**config.mk**
```make
export PLATFORM = sky130hd
export DESIGN_NAME = carry_propagation
export DESIGN_NICKNAME = d
export VERILOG_FILES = /design/src/carry_pkg.sv /design/src/carry_holder.sv /design/src/stream_emitter.sv /design/src/carry_propagation.sv
export SDC_FILE = /design/constraint.sdc
export NUM_CORES = 1
export LEC_CHECK = 0
export ABC_CLOCK_PERIOD_IN_PS = 6000
export CORE_ASPECT_RATIO = 0.5
export CORE_UTILIZATION = 40
export DETAILED_ROUTE_END_ITERATION = 7
export DONT_BUFFER_PORTS = 1
export SYNTH_ARGS = -nofsm -noshare
export SYNTH_HDL_FRONTEND = slang
export SYNTH_SLANG_ARGS = --single-unit
```
**constraint.sdc**
```tcl
create_clock -name clk -period 6 [get_ports clk]
set_clock_uncertainty 0.05 [all_clocks]
set_input_delay 0.9 -clock clk [delete_from_list [all_inputs] [get_ports clk]]
set_output_delay 0.9 -clock clk [all_outputs]
set_load 0.005 [all_outputs]
```
**src/carry_pkg.sv**
```systemverilog
package carry_pkg;

    // --------------------------------------------------
    // Widths
    // --------------------------------------------------

    // One output byte of the coder
    localparam int byte_width = 8;

    // A code word is the low byte with the carry bit on top
    localparam int code_width = byte_width + 1;

    // Longest run of 0xFF bytes the holder can count
    localparam int run_max = 255;

    // --------------------------------------------------
    // Vector types
    // --------------------------------------------------

    // Bit 8 is the carry, bits 7 to 0 are the low byte
    typedef logic [code_width-1:0] code_word_t;

    typedef logic [byte_width-1:0] code_byte_t;

    // Number of bytes in a run, sized to hold run_max
    typedef logic [$clog2(run_max + 1)-1:0] run_length_t;

    // --------------------------------------------------
    // Byte constants
    // --------------------------------------------------

    // A byte of this value may still be hit by a later carry
    localparam code_byte_t byte_all_ones = 8'hFF;

    // What a run byte turns into once a carry has passed through it
    localparam code_byte_t byte_zero = 8'h00;

    // --------------------------------------------------
    // Holder FSM
    // --------------------------------------------------

    typedef enum logic {
        hold_empty,
        hold_byte
    } holder_state_t;

endpackage

```
**src/carry_holder.sv**
```systemverilog
`timescale 1ns/1ns

module carry_holder
    import carry_pkg::*;
(
    input  logic        clk,
    input  logic        reset,
    input  logic        word_valid,
    input  logic        first,
    input  logic        frame_final,
    input  code_word_t  word,
    output logic        release_valid,
    output code_byte_t  release_byte,
    output logic        release_carry,
    output run_length_t release_run,
    output logic        tail_valid,
    output code_byte_t  tail_byte,
    output logic        last
);

    holder_state_t state;
    code_byte_t    pending;
    run_length_t   run;

    holder_state_t cur_state;
    run_length_t   cur_run;
    code_byte_t    word_byte;
    logic          word_carry;
    logic          take_empty;
    logic          take_release;
    logic          take_extend;

    holder_state_t next_state;
    code_byte_t    next_pending;
    run_length_t   next_run;

    assign word_byte  = word[byte_width-1:0];
    assign word_carry = word[byte_width];

    // --------------------------------------------------
    // Word classification
    // --------------------------------------------------

    // A frame start drops whatever is held before this cycle's word is looked at
    assign cur_state = first ? hold_empty : state;
    assign cur_run   = first ? '0 : run;

    // First byte of a frame only fills the holder
    assign take_empty = word_valid && (cur_state == hold_empty);

    // A settled byte or any carry pushes the pending byte and its run out
    assign take_release = word_valid && (cur_state == hold_byte)
                          && ((word_byte != byte_all_ones) || word_carry);

    // 0xFF without carry may still change later, so it only lengthens the run
    assign take_extend = word_valid && (cur_state == hold_byte) && !take_release;

    // Holder contents after this word, before any flush
    always_comb begin
        next_state   = cur_state;
        next_pending = pending;
        next_run     = cur_run;
        if (take_empty || take_release) begin
            next_state   = hold_byte;
            next_pending = word_byte;
            next_run     = '0;
        end else if (take_extend) begin
            next_run = cur_run + 1'b1;
        end
    end

    // --------------------------------------------------
    // Release and flush
    // --------------------------------------------------

    always_comb begin
        release_valid = take_release;
        release_byte  = pending;
        release_carry = word_carry;
        release_run   = cur_run;
        tail_valid    = 1'b0;
        tail_byte     = word_byte;
        if (frame_final) begin
            if (take_release) begin
                // The new pending byte follows the released run as the tail
                tail_valid = 1'b1;
            end else if (next_state == hold_byte) begin
                // Nothing left to carry into, so the held byte goes out as it is
                release_valid = 1'b1;
                release_byte  = next_pending;
                release_carry = 1'b0;
                release_run   = next_run;
            end
        end
    end

    assign last = frame_final;

    // --------------------------------------------------
    // State
    // --------------------------------------------------

    always_ff @(posedge clk) begin
        if (reset) begin
            state <= hold_empty;
            run   <= '0;
        end else if (frame_final) begin
            state <= hold_empty;
            run   <= '0;
        end else begin
            state <= next_state;
            run   <= next_run;
        end
    end

    // Only meaningful while state is hold_byte
    always_ff @(posedge clk) begin
        pending <= next_pending;
    end

    // --------------------------------------------------
    // Checks
    // --------------------------------------------------

    // The coder never raises a carry before it has produced a byte of the frame
    a_carry_needs_byte: assert property (@(posedge clk) disable iff (reset)
        (word_valid && word_carry) |-> (cur_state == hold_byte));

    // A longer run than the counter holds would lose bytes
    a_run_limit: assert property (@(posedge clk) disable iff (reset)
        take_extend |-> (cur_run != run_max));

endmodule

```
**src/stream_emitter.sv**
```systemverilog
`timescale 1ns/1ns

module stream_emitter
    import carry_pkg::*;
(
    input  logic        clk,
    input  logic        reset,
    input  logic        release_valid,
    input  code_byte_t  release_byte,
    input  logic        release_carry,
    input  run_length_t release_run,
    input  logic        tail_valid,
    input  code_byte_t  tail_byte,
    input  logic        last,
    output logic        lead_valid,
    output code_byte_t  lead_byte,
    output code_byte_t  run_byte,
    output run_length_t run_length,
    output logic        tail_valid_out,
    output code_byte_t  tail_byte_out,
    output logic        out_last
);

    code_byte_t resolved_byte;
    code_byte_t resolved_run_byte;

    // --------------------------------------------------
    // Carry resolution
    // --------------------------------------------------

    // 0xFF plus a carry wraps to 0x00, which the coder never lets spill further
    assign resolved_byte = release_byte + code_byte_t'(release_carry);

    // Every byte of the run was 0xFF, so a carry turns all of them to zero
    assign resolved_run_byte = release_carry ? byte_zero : byte_all_ones;

    // --------------------------------------------------
    // Output register
    // --------------------------------------------------

    always_ff @(posedge clk) begin
        if (reset) begin
            lead_valid     <= 1'b0;
            run_length     <= '0;
            tail_valid_out <= 1'b0;
            out_last       <= 1'b0;
        end else begin
            lead_valid     <= release_valid;
            run_length     <= release_valid ? release_run : '0;
            tail_valid_out <= tail_valid;
            out_last       <= last;
        end
    end

    always_ff @(posedge clk) begin
        lead_byte     <= resolved_byte;
        run_byte      <= resolved_run_byte;
        tail_byte_out <= tail_byte;
    end

    // --------------------------------------------------
    // Checks
    // --------------------------------------------------

    // A tail byte only closes a frame, and it always follows a lead byte
    a_tail_closes_frame: assert property (@(posedge clk) disable iff (reset)
        tail_valid_out |-> (lead_valid && out_last));

endmodule

```
**src/carry_propagation.sv**
```systemverilog
`timescale 1ns/1ns

module carry_propagation
    import carry_pkg::*;
(
    input  logic        clk,
    input  logic        reset,
    input  logic        word_valid,
    input  code_word_t  word,
    input  logic        first,
    input  logic        frame_final,
    output logic        lead_valid,
    output code_byte_t  lead_byte,
    output code_byte_t  run_byte,
    output run_length_t run_length,
    output logic        tail_valid,
    output code_byte_t  tail_byte,
    output logic        out_last
);

    // --------------------------------------------------
    // Holder to emitter
    // --------------------------------------------------

    logic        release_valid;
    code_byte_t  release_byte;
    logic        release_carry;
    run_length_t release_run;
    logic        release_tail_valid;
    code_byte_t  release_tail_byte;
    logic        release_last;

    // Decides in the input cycle which bytes leave the holder
    carry_holder carry_holder_inst (
        .clk           (clk),
        .reset         (reset),
        .word_valid    (word_valid),
        .first         (first),
        .frame_final   (frame_final),
        .word          (word),
        .release_valid (release_valid),
        .release_byte  (release_byte),
        .release_carry (release_carry),
        .release_run   (release_run),
        .tail_valid    (release_tail_valid),
        .tail_byte     (release_tail_byte),
        .last          (release_last)
    );

    // Resolves the carry and presents the bytes one cycle later
    stream_emitter stream_emitter_inst (
        .clk            (clk),
        .reset          (reset),
        .release_valid  (release_valid),
        .release_byte   (release_byte),
        .release_carry  (release_carry),
        .release_run    (release_run),
        .tail_valid     (release_tail_valid),
        .tail_byte      (release_tail_byte),
        .last           (release_last),
        .lead_valid     (lead_valid),
        .lead_byte      (lead_byte),
        .run_byte       (run_byte),
        .run_length     (run_length),
        .tail_valid_out (tail_valid),
        .tail_byte_out  (tail_byte),
        .out_last       (out_last)
    );

endmodule

```
# Word level (Yosys, flattened, before mapping)
# Cells that the tools add are included.
# W data, S select, Z words.
[op_classes]
add_sub_neg = 2
n_eq_ne = 1
mux = 20
bitwise_logic = 3
reduce_logical = 10
[op_table]
columns = ["op", "count"]
rows = [
  ["$mux W8", 11],
  ["$mux W1", 9],
  ["$add A8 B1 Y8", 1],
  ["$add A8 B1 Y8 const B", 1],
  ["$ne A8 B8 Y1 const B", 1],
  ["$reduce_or A2 Y1", 3],
  ["$logic_and A1 B1 Y1", 4],
  ["$not A1 Y1", 3],
  ["$logic_or A1 B1 Y1", 2],
  ["$logic_not A1 Y1", 1],
]
[totals]
register_bits = 52
input_bits = 14
out_inout_bits = 35
elab_cells = 46

# Logic depth before layout (Yosys ltp)
# Gate-level depths: netlist of run 1.
[depth]
ltp_word = 10
ltp_mapped = 11
ltp_nobuf = 10

# Modules after synthesis
# Synthesis of run 1 repeated with hierarchy kept, for this count alone.
[hier_totals]
cells_unflattened = 224
hier_area_um2 = 2067.0
[by_module_without_submodules]
columns = ["module", "n_inst", "cells_per_inst", "area_per_inst_um2", "seq_area_each_um2"]
rows = [
  ["carry_holder", 1, 160, 1252.5, 340.3],
  ["stream_emitter", 1, 64, 814.5, 560.5],
]

# Worst setup path before layout of run 1
# No wires, ideal clock.
[synth_path]
kind = "input to register"
start = "input port word[8]"
end = "register stream_emitter_inst.lead_byte[6]"
setup_time_ns = 0.148
arrival_ns = 2.820
required_ns = 5.802
setup_slack_ns = 2.982
cell_stages = 10
n_path_buf = 1
path_cell_list = "nand4b_2 > or3_1 > clkbuf_2 > a21o_4 > and2_1 > ha_1 > ha_1 > o2111ai_1 > xor2_1 > a21oi_1"
[synth_via]
elab_chain_len = 8
elab_cells_between_ends = 12
cone_classes = "1 x add/sub; 8 x mux; 3 x reduce/logical"
[synth_rtl]
columns = ["element", "line", "rtl"]
rows = [
  ["start, declared", "carry_propagation.sv:9", "input code_word_t word,"],
  ["$logic_or A1 B1 Y1", "carry_holder.sv:53", "&& ((word_byte != byte_all_ones) || word_carry);"],
  ["$logic_and A1 B1 Y1", "carry_holder.sv:53", ""],
  ["$logic_or A1 B1 Y1", "carry_holder.sv:63", "if (take_empty || take_release) begin"],
  ["$mux W8 / $mux W1 (equally long branches)", "carry_holder.sv:63", ""],
  ["$mux W8 / $mux W1 (equally long branches)", "carry_holder.sv:87", "end else if (next_state == hold_byte) begin"],
  ["$mux W8 / $mux W1 (equally long branches)", "carry_holder.sv:84", "if (take_release) begin"],
  ["$mux W8 / $mux W1 (equally long branches)", "carry_holder.sv:83", "if (frame_final) begin"],
  ["$add A8 B1 Y8 (*)", "stream_emitter.sv:32", "assign resolved_byte = release_byte + code_byte_t'(release_carry);"],
  ["named net stream_emitter_inst.resolved_byte[6]", "stream_emitter.sv:24", "code_byte_t resolved_byte;"],
  ["end signal, assigned", "stream_emitter.sv:56", "lead_byte <= resolved_byte;"],
  ["end, declared", "stream_emitter.sv:16", "output code_byte_t lead_byte,"],
]
# The timed path passes the listed nets; every way through them passes the cells marked *.
# A chain may end at the register's enable or synchronous reset.

# Worst setup path in the final report of run 1
# Ends and elaborated chain as after synthesis.

==> results of run 1 <==
## flip-flops by register name, summed over array words and instances, names as in the netlist
| signal | flops |
|---|---|
| carry_holder_inst.pending | 8 |
| carry_holder_inst.run | 8 |
| carry_holder_inst.state | 1 |
| stream_emitter_inst.lead_byte | 8 |
| stream_emitter_inst.lead_valid | 1 |
| stream_emitter_inst.out_last | 1 |
| stream_emitter_inst.run_byte | 1 |
| stream_emitter_inst.run_length | 8 |
| stream_emitter_inst.tail_byte_out | 8 |
| stream_emitter_inst.tail_valid_out | 1 |
## layer usage
metal / vias up / track usage (%) / share of wire [%]
met4: 0 / 9.420 / 2.0
met1: 693 / 21.85 / 48
met3: 8 / 4.788 / 5.2
li1: 697 / - / -
met2: 37 / 25.91 / 45
met5: - / 0 / 0
## worst paths after layout
path	startpoint	to	cells past startpoint
worst min-delay path	carry_holder_inst.pending[4]$_DFF_P_	carry_holder_inst.pending[4]$_DFF_P_	2
worst max-delay path	word[8]	stream_emitter_inst.lead_byte[6]$_DFF_P_	9
worst min register to register	carry_holder_inst.pending[4]$_DFF_P_	carry_holder_inst.pending[4]$_DFF_P_	2
worst max register to register	carry_holder_inst.state$_SDFF_PP0_	stream_emitter_inst.lead_byte[6]$_DFF_P_	8
## power by group
part / total, uW / leakage, uW / internal (uW) / switching (uW)
logic: 40.5 / 0.000331 / 19.5 / 20.9
clock network: 233 / 0.0000585 / 136 / 97.5
registers: 329 / 0.000373 / 317 / 12.1
total: 603 / 0.000762 / 472 / 131
## critical path, cell delays in order
cell and delay (ps):
nand4b_2 240, or3_1 490, a21o_4 290, and2_1 180, ha_1 260, ha_1 260, o2111ai_1 130, xor2_1 170
a21oi_1 80
## final cells by class
cell class | count | area [um^2] | share of cell area, %
multi-input cells | 138 | 963.4 | 46.03
flip-flops and latches | 45 | 900.9 | 43.04
clock buffers | 7 | 86.33 | 4.124
well taps | 66 | 82.58 | 3.945
clock inverters | 1 | 30.03 | 1.435
inverters | 6 | 22.52 | 1.076
repair buffers | 1 | 7.507 | 0.3586
## through the flow
stage | util, % | instances
6_report | 46.20 | 264
5_1_grt | 46.20 | 264
4_1_cts | 46.20 | 264
3_5_place_dp | 43.63 | 256
3_3_place_gp | 43.63 | 256
2_1_floorplan | - | 199
## placed cells by master (no fill, tap or decap), types with 4 or more instances in the layout
cell	instances
nand2b_1	4
mux2_2	9
o21ai_0	9
nor2b_1	8
a21oi_1	10
nand3_1	8
inv_1	6
xnor2_1	7
clkbuf_8	6
a21boi_0	4
xor2_1	8
nor2_1	11
dfxtp_1	45
nand2_1	9
nor3_1	8
## cell families after synthesis
group / share of synthesized area (%)
adder cells (fa/ha/maj): 1.929
AND/OR/NAND/NOR: 19.81
XOR/XNOR: 6.753
flip-flops: 46.30
buffers and inverters: 4.565
AO/OA/AOI/OAI: 13.89
multiplexers: 6.753
==> flow_metrics.tcl, run 1 <==
set metrics [dict create \
    status "completed" \
    wl_per_cell_um 15.20 \
    cts_num_sinks 45 \
    grt_use_total_pct 17.00 \
    synthTopCellsByCount "dfxtp_1, nor2_1, a21oi_1" \
    grt_pass1_wl_um 6437 \
    p_total_uw 602.8 \
    period_minus_slack_ps 2896 \
    hold_class "register to register" \
    areaGrowthSynthToFinish_pct 7.589 \
    cts_max_level 2 \
    hpwl_um 2906 \
    dpl_cell_area_um2 1977 \
    crit_required_ps 6110 \
    tightest_slew_ps 835.8 \
    dieWidth_um 100.6 \
    final-setup-viol-count 0 \
    start_util_pct 42.94 \
    drt_iter0_markers 59 \
    netlist_area_um2 1946 \
    max_clock_freq_mhz 345.4 \
    ant_nets 0 \
    critical_path_class "primary input to register" \
    place.gp.congestion 0.8782 \
    layout-drive-gt1-share_pct 11.62 \
    die_h_um 51.32 \
    ys_ff_latch 45 \
    endpoint_kind "register" \
    synth_nets 216 \
    rsz0062_at_grt "false" \
    viasPerCell 5.436 \
    syn_avg_cell_area_um2 9.777 \
    cts-root-buf "clkbuf_8" \
    cts_resized 0 \
    grt_start_max_net_pins 15 \
    post_cts.repair.setup_buffers 0 \
    core_um2 4531 \
    synth-main-ff-cell "dfxtp_1" \
    synth_top_area_share_pct 46.30 \
    worstPathArrival_ps 3000 \
    peakVddDrop_uv 108.0 \
    drv_slew 0 \
    cts-buffers-inserted 5 \
    fill_cells 420 \
    hold_viol_final 0 \
    ios 49 \
    wirelength_um 4014 \
    yosys.cell_count.top_type "dfxtp_1" \
    post-place-ws_ps 2783 \
    postSynth.asyncResetShare_pct 0 \
    grt_pass1_vias 1297 \
    p_per_area_nw_per_um2 288.0 \
    tns_ps 0 \
    synth-seq-area-share_pct 46.30 \
    finalNetCount 214 \
    synth_top_cells_by_area "dfxtp_1, mux2_2, xor2_1" \
    ctsLongestPathBuffers 2 \
    postCtsHoldBufs 0 \
    rrSetupSlack_ps 3370 \
    clkTransAtPathRegs_ps 80 \
    dieArea_um2 5164 \
    critPathLaunchType "primary input" \
    cts_tree "yes" \
    setup_ws_ps 3104 \
    vias 1435 \
    post-route-period-util_pct 48.26 \
    syn_inst 199 \
    antenna_found_initial 0 \
    drc 0 \
    ys_warn_count 0 \
    yosysTopAreaCell "dfxtp_1" \
    synth_edf_count 0 \
    leakage_uw 0.0007621 \
    critPathMaxFanout 10 \
    fin_area_um2 2093 \
    portBuffers 0 \
    ys_types 43 \
    timing.hold.ws_ps 425.0 \
    maxSlewHeadroom_pct 43.81 \
    dr.pass1.iters 4 \
    n_antenna_cell 0 \
    overflow 0 \
    maxCapViolCount 0 \
    clock_latency_ps 300 \
    num_rows 17 \
]
No activity file was read; power rests on OpenSTA's default activity.
==> inputs of run 2 (changes only) <==
--- a/config.mk
+++ b/config.mk
@@ -5,7 +5,7 @@
 export SDC_FILE = /design/constraint.sdc
 export NUM_CORES = 1
 export LEC_CHECK = 0
-export ABC_CLOCK_PERIOD_IN_PS = 6000
+export ABC_CLOCK_PERIOD_IN_PS = 2900
 export CORE_ASPECT_RATIO = 0.5
 export CORE_UTILIZATION = 40
 export DETAILED_ROUTE_END_ITERATION = 7
==> constraint.sdc (replaced) <==
create_clock -name clk -period 2.9 [get_ports clk]
set_clock_uncertainty 0.05 [all_clocks]
set_input_delay 0.435 -clock clk [delete_from_list [all_inputs] [get_ports clk]]
set_output_delay 0.435 -clock clk [all_outputs]
set_load 0.005 [all_outputs]
==> run 2 against run 1 <==
Effect of this change:
- non-clock buffer count up 2
- combinational power up 110%
- highest routed layer unchanged
- first-iteration DRC count fell by 32%
- clock power rose by 58%
- cell area fell by 0.90%
- global-route usage down 1.0 points
- largest cell class unchanged
- worst setup slack got worse by 2600 ps
- critical path type unchanged
- worst hold slack worse by 310 ps
==> flow_metrics.tcl, run 2 (synthesis results as in run 1) <==
set metrics [dict create \
    grt_use_total_pct 15.96 \
    critPathMaxFanout 10 \
    wl_per_cell_um 14.76 \
    drc 0 \
    fill_cells 438 \
    clkTransAtPathRegs_ps 80 \
    critical_path_class "primary input to register" \
    dr.pass1.iters 4 \
    grt_pass1_vias 1305 \
    areaGrowthSynthToFinish_pct 6.624 \
    most-common-layout-cells "dfxtp_1, nor2_1, a21oi_1" \
    viasPerCell 5.259 \
    maxSlewHeadroom_pct 45.84 \
    final_common_cell "dfxtp_1" \
    period_minus_slack_ps 2419 \
    cts-buffers-inserted 5 \
    final_cells 266 \
    grt_start_max_net_pins 15 \
    finalNetCount 216 \
    status "completed" \
    ant_nets 0 \
    post_cts.repair.setup_buffers 0 \
    cts_tree "yes" \
    dp_cells 258 \
    crit_required_ps 3030 \
    antenna_found_initial 0 \
    drv_slew 0 \
    tightest_slew_ps 805.7 \
    critPathLaunchType "primary input" \
    start_util_pct 42.94 \
    drt_iter0_markers 40 \
    die_h_um 51.32 \
    post-route-period-util_pct 83.40 \
    dieWidth_um 100.6 \
    peakVddDrop_uv 195.6 \
    vias 1399 \
    worstPathArrival_ps 2550 \
    cts_max_level 2 \
    p_per_area_nw_per_um2 545.7 \
    hold_viol_final 0 \
    wirelength_um 3927 \
    tns_ps 0 \
    portBuffers 0 \
    core_um2 4531 \
    leakage_uw 0.0007592 \
    place.gp.congestion 0.8913 \
    postCtsHoldBufs 0 \
    timing.hold.ws_ps 112.2 \
    dieArea_um2 5164 \
    n_antenna_cell 0 \
    ios 49 \
    num_rows 17 \
    cts-root-buf "clkbuf_8" \
    hold_class "primary input to register" \
    ctsLongestPathBuffers 2 \
    clock_latency_ps 290 \
    hpwl_um 2873 \
    cts_num_sinks 45 \
    final-setup-viol-count 0 \
    max_clock_freq_mhz 413.5 \
    cts_resized 0 \
    overflow 0 \
    grt_pass1_wl_um 6154 \
    rsz0062_at_grt "false" \
    maxCapViolCount 0 \
    layout-drive-gt1-share_pct 12.50 \
    endpoint_kind "register" \
]
==> run 2: cell types whose count changed in the layout (fill, tap and decap cells not counted) <==
cell       change
clkinv_2       +2
clkbuf_8       -1
bufinv_16      -1
buf_4          +2
==> run 2: cell type report <==
class | count | area [um^2] | area share, %
Sequential cell | 45 | 900.9 | 43.43
Clock buffer | 6 | 72.57 | 3.498
Clock inverter | 2 | 10.01 | 0.4825
Tap cell | 66 | 82.58 | 3.981
Inverter | 6 | 22.52 | 1.086
Multi-Input combinational cell | 138 | 963.4 | 46.44
Timing Repair Buffer | 3 | 22.52 | 1.086
==> run 2: metal layers <==
metal / vias to the layer above / wire length [um] / GRT usage [%]
met5: - / 0 / 0
met4: 0 / 36 / 5.072
met3: 2 / 231 / 5.335
met2: 33 / 1862 / 27.05
met1: 662 / 1796 / 19.30
li1: 702 / - / -
==> run 2: critical path, stage by stage <==
cell,delay (ps)
nand4b_2,230
or3_1,500
a21o_4,290
and2_1,190
ha_1,280
ha_1,260
o2111ai_1,120
xor2_1,170
a21oi_1,80
==> run 2: final timing paths <==
kind | from | endpoint | slack, ps | depth (start not counted)
max | word[8] | stream_emitter_inst.lead_byte[6]$_DFF_P_ | 480 | 9
min | word[4] | stream_emitter_inst.tail_byte_out[4]$_DFF_P_ | 110 | 0
max reg2reg | carry_holder_inst.state$_SDFF_PP0_ | stream_emitter_inst.lead_byte[6]$_DFF_P_ | 510 | 9
min reg2reg | carry_holder_inst.pending[4]$_DFF_P_ | carry_holder_inst.pending[4]$_DFF_P_ | 410 | 2
==> run 2: metrics by stage <==
stage                     total power, uW  worst slack [ps]  utilization, %  cell area, um^2
after detailed placement            780.6             186.3           43.97             1992
after global routing                 1188             329.1           45.79             2074
after global placement              779.8             260.5           43.97             1992
after CTS                            1150             498.4           45.79             2074
final                                1132             481.4           45.79             2074
after floorplan                     767.1             347.0               -             1946
==> run 2: power breakdown <==
group / switching, uW / leakage, uW / internal, uW
sequential: 25.1 / 0.000373 / 656
combinational: 42.2 / 0.000342 / 41.4
clock: 200 / 0.0000450 / 167
total: 268 / 0.000759 / 864
